### src/logic/mem_req_pkg.sv
`default_nettype none

package mem_req_pkg;

    // Stage that issued the request
    typedef enum logic [0:0] {
        SRC_FETCH = 1'b0,
        SRC_DATA  = 1'b1
    } req_src_e;

    // Line operation
    typedef enum logic [0:0] {
        OP_READ_LINE  = 1'b0,
        OP_WRITE_LINE = 1'b1
    } req_op_e;

    // Line sequencer states
    typedef enum logic [1:0] {
        SEQ_IDLE = 2'd0,
        SEQ_BEAT = 2'd1,
        SEQ_DONE = 2'd2
    } seq_state_e;

    // Request queue depth, also the number of arbiter credits
    localparam int REQ_DEPTH = 2;
    localparam int CREDIT_W  = $clog2(REQ_DEPTH + 1);

endpackage

`default_nettype wire

### src/logic/mem_bus_pkg.sv
`default_nettype none

package mem_bus_pkg;

    // Byte addressed iomem bus, one word per beat
    localparam int ADDR_W = 32;
    localparam int WORD_W = 32;
    localparam int STRB_W = WORD_W / 8;

    // Cache line as seen by fetch and data stages
    localparam int LINE_W = 128;

    // Words moved per line transfer
    localparam int BEATS_PER_LINE = LINE_W / WORD_W;
    localparam int BEAT_IDX_W     = $clog2(BEATS_PER_LINE);

    // Line addresses keep these low bits at zero
    localparam int LINE_OFFSET_W = $clog2(LINE_W / 8);

endpackage

`default_nettype wire
### src/logic/main_mem_ctrl.sv
`default_nettype none

module main_mem_ctrl (
    input  logic                           clk_i,
    input  logic                           arst_n_i,
    input  logic                           fetch_req_i,
    input  logic [mem_bus_pkg::ADDR_W-1:0] fetch_addr_i,
    input  logic                           data_req_i,
    input  logic [mem_bus_pkg::ADDR_W-1:0] data_addr_i,
    input  logic                           data_write_i,
    input  logic [mem_bus_pkg::LINE_W-1:0] data_wline_i,
    input  logic                           iomem_ready_i,
    input  logic [mem_bus_pkg::WORD_W-1:0] iomem_rdata_i,
    output logic                           fetch_done_o,
    output logic                           data_done_o,
    output logic [mem_bus_pkg::LINE_W-1:0] rline_o,
    output logic                           mem_idle_o,
    output logic                           iomem_valid_o,
    output logic [mem_bus_pkg::ADDR_W-1:0] iomem_addr_o,
    output logic [mem_bus_pkg::WORD_W-1:0] iomem_wdata_o,
    output logic [mem_bus_pkg::STRB_W-1:0] iomem_wstrb_o
);

    import mem_bus_pkg::*;
    import mem_req_pkg::*;

    // Arbiter to queue
    logic              push;
    req_src_e          push_src;
    req_op_e           push_op;
    logic [ADDR_W-1:0] push_addr;
    logic [LINE_W-1:0] push_wline;
    logic              credit_ret;

    // Queue to sequencer
    logic              pop;
    logic              head_valid;
    req_src_e          head_src;
    req_op_e           head_op;
    logic [ADDR_W-1:0] head_addr;
    logic [LINE_W-1:0] head_wline;

    logic arb_idle;
    logic fifo_empty;
    logic seq_idle;

    mem_arbiter arb0 (
        .clk_i        (clk_i),
        .arst_n_i     (arst_n_i),
        .fetch_req_i  (fetch_req_i),
        .fetch_addr_i (fetch_addr_i),
        .data_req_i   (data_req_i),
        .data_addr_i  (data_addr_i),
        .data_write_i (data_write_i),
        .data_wline_i (data_wline_i),
        .credit_ret_i (credit_ret),
        .push_o       (push),
        .push_src_o   (push_src),
        .push_op_o    (push_op),
        .push_addr_o  (push_addr),
        .push_wline_o (push_wline),
        .arb_idle_o   (arb_idle)
    );

    req_fifo fifo0 (
        .clk_i        (clk_i),
        .arst_n_i     (arst_n_i),
        .push_i       (push),
        .push_src_i   (push_src),
        .push_op_i    (push_op),
        .push_addr_i  (push_addr),
        .push_wline_i (push_wline),
        .pop_i        (pop),
        .head_valid_o (head_valid),
        .head_src_o   (head_src),
        .head_op_o    (head_op),
        .head_addr_o  (head_addr),
        .head_wline_o (head_wline),
        .credit_ret_o (credit_ret),
        .fifo_empty_o (fifo_empty)
    );

    line_sequencer seq0 (
        .clk_i         (clk_i),
        .arst_n_i      (arst_n_i),
        .head_valid_i  (head_valid),
        .head_src_i    (head_src),
        .head_op_i     (head_op),
        .head_addr_i   (head_addr),
        .head_wline_i  (head_wline),
        .iomem_ready_i (iomem_ready_i),
        .iomem_rdata_i (iomem_rdata_i),
        .pop_o         (pop),
        .iomem_valid_o (iomem_valid_o),
        .iomem_addr_o  (iomem_addr_o),
        .iomem_wdata_o (iomem_wdata_o),
        .iomem_wstrb_o (iomem_wstrb_o),
        .fetch_done_o  (fetch_done_o),
        .data_done_o   (data_done_o),
        .rline_o       (rline_o),
        .seq_idle_o    (seq_idle)
    );

    // Idle only with nothing pending, queued or on the bus
    assign mem_idle_o = arb_idle && fifo_empty && seq_idle;

endmodule

`default_nettype wire

### src/logic/line_sequencer.sv
`default_nettype none

module line_sequencer (
    input  logic                           clk_i,
    input  logic                           arst_n_i,
    input  logic                           head_valid_i,
    input  mem_req_pkg::req_src_e          head_src_i,
    input  mem_req_pkg::req_op_e           head_op_i,
    input  logic [mem_bus_pkg::ADDR_W-1:0] head_addr_i,
    input  logic [mem_bus_pkg::LINE_W-1:0] head_wline_i,
    input  logic                           iomem_ready_i,
    input  logic [mem_bus_pkg::WORD_W-1:0] iomem_rdata_i,
    output logic                           pop_o,
    output logic                           iomem_valid_o,
    output logic [mem_bus_pkg::ADDR_W-1:0] iomem_addr_o,
    output logic [mem_bus_pkg::WORD_W-1:0] iomem_wdata_o,
    output logic [mem_bus_pkg::STRB_W-1:0] iomem_wstrb_o,
    output logic                           fetch_done_o,
    output logic                           data_done_o,
    output logic [mem_bus_pkg::LINE_W-1:0] rline_o,
    output logic                           seq_idle_o
);

    import mem_bus_pkg::*;
    import mem_req_pkg::*;

    seq_state_e            state_q;
    logic [BEAT_IDX_W-1:0] beat_q;
    req_src_e              src_q;
    req_op_e               op_q;
    logic [ADDR_W-1:0]     addr_q;
    logic [LINE_W-1:0]     line_q;
    logic                  beat_done;
    logic                  last_beat;
    logic                  is_write;

    assign pop_o     = (state_q == SEQ_IDLE) && head_valid_i;
    assign beat_done = (state_q == SEQ_BEAT) && iomem_ready_i;
    assign last_beat = beat_q == BEAT_IDX_W'(BEATS_PER_LINE - 1);
    assign is_write  = op_q == OP_WRITE_LINE;

    // Beat address is line base plus word index
    assign iomem_valid_o = state_q == SEQ_BEAT;
    assign iomem_addr_o  = {addr_q[ADDR_W-1:LINE_OFFSET_W], beat_q, 2'b00};
    // Current word always sits in the low bits of the line register
    assign iomem_wdata_o = line_q[WORD_W-1:0];
    assign iomem_wstrb_o = (iomem_valid_o && is_write) ? {STRB_W{1'b1}} : {STRB_W{1'b0}};

    // Done goes to whichever stage owns the request
    assign fetch_done_o = (state_q == SEQ_DONE) && (src_q == SRC_FETCH);
    assign data_done_o  = (state_q == SEQ_DONE) && (src_q == SRC_DATA);
    assign rline_o      = line_q;
    assign seq_idle_o   = state_q == SEQ_IDLE;

    always_ff @(posedge clk_i or negedge arst_n_i) begin
        if (!arst_n_i) begin
            state_q <= SEQ_IDLE;
            beat_q  <= '0;
        end else begin
            case (state_q)
                SEQ_IDLE: begin
                    if (head_valid_i) begin
                        state_q <= SEQ_BEAT;
                        beat_q  <= '0;
                    end
                end
                SEQ_BEAT: begin
                    // Hold everything until the bus takes the beat
                    if (iomem_ready_i) begin
                        beat_q <= beat_q + 1'b1;
                        if (last_beat) begin
                            state_q <= SEQ_DONE;
                        end
                    end
                end
                SEQ_DONE: begin
                    state_q <= SEQ_IDLE;
                end
                default: begin
                    state_q <= SEQ_IDLE;
                end
            endcase
        end
    end

    // Line register doubles as write shifter and read assembler
    always_ff @(posedge clk_i) begin
        if (pop_o) begin
            src_q  <= head_src_i;
            op_q   <= head_op_i;
            addr_q <= head_addr_i;
            line_q <= head_wline_i;
        end else if (beat_done) begin
            if (is_write) begin
                // rotate, so the full line is back in place after four beats
                line_q <= {line_q[WORD_W-1:0], line_q[LINE_W-1:WORD_W]};
            end else begin
                line_q <= {iomem_rdata_i, line_q[LINE_W-1:WORD_W]};
            end
        end
    end

endmodule

`default_nettype wire

### src/logic/req_fifo.sv
`default_nettype none

module req_fifo (
    input  logic                           clk_i,
    input  logic                           arst_n_i,
    input  logic                           push_i,
    input  mem_req_pkg::req_src_e          push_src_i,
    input  mem_req_pkg::req_op_e           push_op_i,
    input  logic [mem_bus_pkg::ADDR_W-1:0] push_addr_i,
    input  logic [mem_bus_pkg::LINE_W-1:0] push_wline_i,
    input  logic                           pop_i,
    output logic                           head_valid_o,
    output mem_req_pkg::req_src_e          head_src_o,
    output mem_req_pkg::req_op_e           head_op_o,
    output logic [mem_bus_pkg::ADDR_W-1:0] head_addr_o,
    output logic [mem_bus_pkg::LINE_W-1:0] head_wline_o,
    output logic                           credit_ret_o,
    output logic                           fifo_empty_o
);

    import mem_bus_pkg::*;
    import mem_req_pkg::*;

    typedef logic [$clog2(REQ_DEPTH)-1:0] ptr_t;

    ptr_t                wr_ptr_q;
    ptr_t                rd_ptr_q;
    logic [CREDIT_W-1:0] count_q;
    logic                pop_ok;

    req_src_e          src_mem   [REQ_DEPTH];
    req_op_e           op_mem    [REQ_DEPTH];
    logic [ADDR_W-1:0] addr_mem  [REQ_DEPTH];
    logic [LINE_W-1:0] wline_mem [REQ_DEPTH];

    function automatic ptr_t next_ptr(input ptr_t ptr);
        return (ptr == ptr_t'(REQ_DEPTH - 1)) ? '0 : ptr + 1'b1;
    endfunction

    assign head_valid_o = count_q != '0;
    assign fifo_empty_o = count_q == '0;
    assign pop_ok       = pop_i && head_valid_o;
    // Freed slot goes straight back to the arbiter
    assign credit_ret_o = pop_ok;

    assign head_src_o   = src_mem[rd_ptr_q];
    assign head_op_o    = op_mem[rd_ptr_q];
    assign head_addr_o  = addr_mem[rd_ptr_q];
    assign head_wline_o = wline_mem[rd_ptr_q];

    always_ff @(posedge clk_i) begin
        if (push_i) begin
            src_mem[wr_ptr_q]   <= push_src_i;
            op_mem[wr_ptr_q]    <= push_op_i;
            addr_mem[wr_ptr_q]  <= push_addr_i;
            wline_mem[wr_ptr_q] <= push_wline_i;
        end
    end

    always_ff @(posedge clk_i or negedge arst_n_i) begin
        if (!arst_n_i) begin
            wr_ptr_q <= '0;
            rd_ptr_q <= '0;
            count_q  <= '0;
        end else begin
            if (push_i) begin
                wr_ptr_q <= next_ptr(wr_ptr_q);
            end
            if (pop_ok) begin
                rd_ptr_q <= next_ptr(rd_ptr_q);
            end
            case ({push_i, pop_ok})
                2'b10:   count_q <= count_q + 1'b1;
                2'b01:   count_q <= count_q - 1'b1;
                default: count_q <= count_q;
            endcase
        end
    end

endmodule

`default_nettype wire

### src/logic/mem_arbiter.sv
`default_nettype none

module mem_arbiter (
    input  logic                           clk_i,
    input  logic                           arst_n_i,
    input  logic                           fetch_req_i,
    input  logic [mem_bus_pkg::ADDR_W-1:0] fetch_addr_i,
    input  logic                           data_req_i,
    input  logic [mem_bus_pkg::ADDR_W-1:0] data_addr_i,
    input  logic                           data_write_i,
    input  logic [mem_bus_pkg::LINE_W-1:0] data_wline_i,
    input  logic                           credit_ret_i,
    output logic                           push_o,
    output mem_req_pkg::req_src_e          push_src_o,
    output mem_req_pkg::req_op_e           push_op_o,
    output logic [mem_bus_pkg::ADDR_W-1:0] push_addr_o,
    output logic [mem_bus_pkg::LINE_W-1:0] push_wline_o,
    output logic                           arb_idle_o
);

    import mem_bus_pkg::*;
    import mem_req_pkg::*;

    logic                fetch_pend_q;
    logic [ADDR_W-1:0]   fetch_addr_q;
    logic                data_pend_q;
    logic [ADDR_W-1:0]   data_addr_q;
    req_op_e             data_op_q;
    logic [LINE_W-1:0]   data_wline_q;
    logic [CREDIT_W-1:0] credits_q;
    logic                push_data;
    logic                push_fetch;

    function automatic logic [ADDR_W-1:0] line_align(input logic [ADDR_W-1:0] addr);
        return {addr[ADDR_W-1:LINE_OFFSET_W], {LINE_OFFSET_W{1'b0}}};
    endfunction

    // Data slot has priority, fetch goes only when data slot is empty
    assign push_o     = (data_pend_q || fetch_pend_q) && (credits_q != '0);
    assign push_data  = push_o && data_pend_q;
    assign push_fetch = push_o && !data_pend_q;

    assign push_src_o   = data_pend_q ? SRC_DATA : SRC_FETCH;
    assign push_op_o    = data_pend_q ? data_op_q : OP_READ_LINE;
    assign push_addr_o  = data_pend_q ? data_addr_q : fetch_addr_q;
    assign push_wline_o = data_wline_q;
    assign arb_idle_o   = !data_pend_q && !fetch_pend_q;

    // Pending flags, one slot per stage
    always_ff @(posedge clk_i or negedge arst_n_i) begin
        if (!arst_n_i) begin
            fetch_pend_q <= 1'b0;
            data_pend_q  <= 1'b0;
        end else begin
            if (fetch_req_i) begin
                fetch_pend_q <= 1'b1;
            end else if (push_fetch) begin
                fetch_pend_q <= 1'b0;
            end
            if (data_req_i) begin
                data_pend_q <= 1'b1;
            end else if (push_data) begin
                data_pend_q <= 1'b0;
            end
        end
    end

    always_ff @(posedge clk_i) begin
        if (fetch_req_i) begin
            fetch_addr_q <= line_align(fetch_addr_i);
        end
        if (data_req_i) begin
            data_addr_q  <= line_align(data_addr_i);
            data_op_q    <= data_write_i ? OP_WRITE_LINE : OP_READ_LINE;
            data_wline_q <= data_wline_i;
        end
    end

    // One credit per queue entry, returned on pop
    always_ff @(posedge clk_i or negedge arst_n_i) begin
        if (!arst_n_i) begin
            credits_q <= CREDIT_W'(REQ_DEPTH);
        end else begin
            case ({push_o, credit_ret_i})
                2'b10:   credits_q <= credits_q - 1'b1;
                2'b01:   credits_q <= credits_q + 1'b1;
                default: credits_q <= credits_q;
            endcase
        end
    end

endmodule

`default_nettype wire

### config.mk
export PLATFORM = sky130hd
export DESIGN_NAME = main_mem_ctrl
export DESIGN_NICKNAME = d
export VERILOG_FILES = /design/src/logic/mem_req_pkg.sv /design/src/logic/mem_bus_pkg.sv /design/src/logic/main_mem_ctrl.sv /design/src/logic/line_sequencer.sv /design/src/logic/req_fifo.sv /design/src/logic/mem_arbiter.sv
export SDC_FILE = /design/constraint.sdc
export NUM_CORES = 1
export LEC_CHECK = 0
export ABC_AREA = 1
export BUFFER_PORTS_ARGS = -buffer_cell sky130_fd_sc_hd__buf_2
export CORE_ASPECT_RATIO = 0.5
export CORE_MARGIN = 2
export CORE_UTILIZATION = 40
export CTS_CLUSTER_SIZE = 40
export DETAILED_ROUTE_END_ITERATION = 10
export SYNTH_ARGS = -nofsm -noshare
export SYNTH_HDL_FRONTEND = slang
export SYNTH_HIERARCHICAL = 1
export SYNTH_SLANG_ARGS = --single-unit
### constraint.sdc
create_clock -name clk_i -period 8.1 [get_ports clk_i]
set_clock_uncertainty 0.1 [all_clocks]
set_input_delay 2.025 -clock clk_i [delete_from_list [all_inputs] [get_ports clk_i]]
set_output_delay 2.025 -clock clk_i [all_outputs]
set_load 0.1 [all_outputs]
==> results.cfg <==
[outcome]
status = finished clean

[sta]
finalHoldWorstSlack_ps = 334
slew_headroom = 0.248
fmax_mhz = 222
setup_viol = 0
tns_ps = 0
worst_pin_slew_ps = 1130
period_minus_slack_ps = 4510
period_share = 0.556
slew_violations = 0
rsz0062_at_grt = false
hold_viol = 0

[floorplanning]
die_x_um = 358
die_y_um = 181
initial_core_util = 0.407
dieArea_mm2 = 0.0648
rows = 64
core_area_mm2 = 0.0615
io_pins = 430

[synth]
syn-cell-area_mm2 = 0.0250
yosys_warnings = 6
synthCells = 1899
avgSynthCellArea_um2 = 13.2

[setup_path]
critPathRequiredTime_ps = 5980
slowest_delay_ps = 460
cp_slowest_cell = buf_2
crit_fanout = 33
path_common_cell = buf_4
worstSetupEndpointType = output port
crit_type = reg -> out
path_cells = buf_4, inv_1, buf_4, nor2_1, buf_2
crit_arrival_ps = 2380
cp-start-kind = flip-flop
cp_top_family = buffers and inverters
crit_buf_inv = 4

[cts]
insertion_delay_ps = 610
cts_resized = 0
htree_levels = 2
clk_pin_slew_ps = 70
clockBufferDepth = 3
postCtsHoldBufs = 0
postCtsSetupRepairBufs = 0
clkSinkCount = 671
cts_tree = built
cts-root-buf = clkbuf_16
cts_buffers = 58

[power]
peakVddDrop_mv = 0.177
leakagePower_nw = 12.0
p_per_area_mw_per_mm2 = 245

[drt]
ant_nets = 0
remaining_drc_errors = 0
first_pass_iters = 5
routed_wl_um = 62200
viasPerCell = 4.67
first_iter_violations = 1224
wl_per_cell_um = 19.7
vias = 14800

[global_routing]
grt_overflow = 0
track_usage = 0.189
antenna_found_initial = 15
grt_first_pass_wirelength_um = 90900
grt_pass1_vias = 14200
grt_max_degree = 139

[place]
place.gp.congestion = 0.922
io_buffers = 419
place_hpwl_um = 39400

[cells_and_area]
n_fill_cell = 5445
synthToLayoutAreaGrowth_pct = 17.7
fin_nets = 2512
final_layout_size_suffix_gt1_frac = 0.226

[min_path]
hp-class = reg -> reg

[job]
drv_cap = 0
power by group:
group | switching [mW] | internal (mW) | leakage (nW) | total, mW
Sequential | 0.0609 | 3.95 | 6.22 | 4.01
Combinational | 0.441 | 0.0905 | 4.88 | 0.531
Clock | 1.24 | 1.43 | 0.870 | 2.67
worst paths after layout:
path	startpoint	to	slack (ps)	cells past startpoint
worst min-delay path	arb0/push_wline_o[113]$_DFFE_PP_	fifo0/wline_mem[0][113]$_DFFE_PP_	330	0
worst max register to register	seq0/state_q[0]$_DFFE_PN0P_	seq0/rline_o[27]$_DFFE_PP_	4440	4
worst max-delay path	seq0/is_write$_DFFE_PP_	iomem_wstrb_o[3]	3590	5
worst min register to register	arb0/push_wline_o[113]$_DFFE_PP_	fifo0/wline_mem[0][113]$_DFFE_PP_	330	0
min in group asynchronous	arst_n_i	seq0/beat_q[0]$_DFFE_PN0P_	1200	1
max in group asynchronous	arst_n_i	arb0/credits_q[1]$_DFFE_PN1P_	6410	1
registers in the layout (all words and copies together) (netlist names), 2 cells and up:
name	cells
arb0/push_wline_o	128
fifo0/count_q	2
fifo0/src_mem	2
arb0/data_addr_q	28
seq0/state_q	2
seq0/beat_q	2
fifo0/op_mem	2
arb0/fetch_addr_q	28
arb0/credits_q	2
seq0/addr_q	28
fifo0/wline_mem	256
fifo0/addr_mem	56
seq0/rline_o	128
routing by layer:
| metal | track usage | part of all wire |
|---|---|---|
| met3 | 0.0277 | 0.054 |
| met4 | 0.0741 | 0.032 |
| met2 | 0.322 | 0.52 |
| met1 | 0.246 | 0.40 |
| met5 | 0 | 0.00018 |
worst reg2reg max path, stage by stage (launching register included):
cell	delay [ps]
dfrtp_1	480
nor2_4	200
nand2_4	460
nand2_4	1040
buf_4	930
per-stage QoR:
stage | cells | cell area (um2) | utilization | worst slack, ps | total power, mW
floorplan | 1900 | 25100 | - | 2540 | 4.46
global placement | 3044 | 27600 | 0.449 | 3560 | 4.61
detailed placement | 3044 | 27600 | 0.449 | 3540 | 4.62
CTS | 3151 | 29400 | 0.479 | 3550 | 7.27
global route | 3163 | 29500 | 0.479 | 3450 | 7.44
finish | 3163 | 29500 | 0.479 | 3590 | 7.21
layout by cell type (no fill, tap or decap), types with 3 or more instances in the layout:
cell type / count
buf_2: 418
buf_4: 12
clkbuf_1: 11
clkbuf_16: 58
clkbuf_8: 5
clkinv_1: 14
clkinv_2: 10
clkinvlp_4: 5
dfrtp_1: 10
diode_2: 12
edfxtp_1: 659
ha_1: 3
inv_1: 20
nand2_1: 1060
nand3_1: 6
nand4_1: 4
nor2_1: 5
area by class of cell:
cell class	instances	area [um2]	area share
inverters	24	103	0.00348
clock buffers	74	1560	0.0530
multi-input cells	1092	4200	0.142
flip-flops and latches	671	20100	0.682
clock inverters	33	236	0.00802
diodes	12	30.0	0.00102
well taps	825	1030	0.0350
repair buffers	432	2210	0.0751
Power figures use the tool's default switching activity.
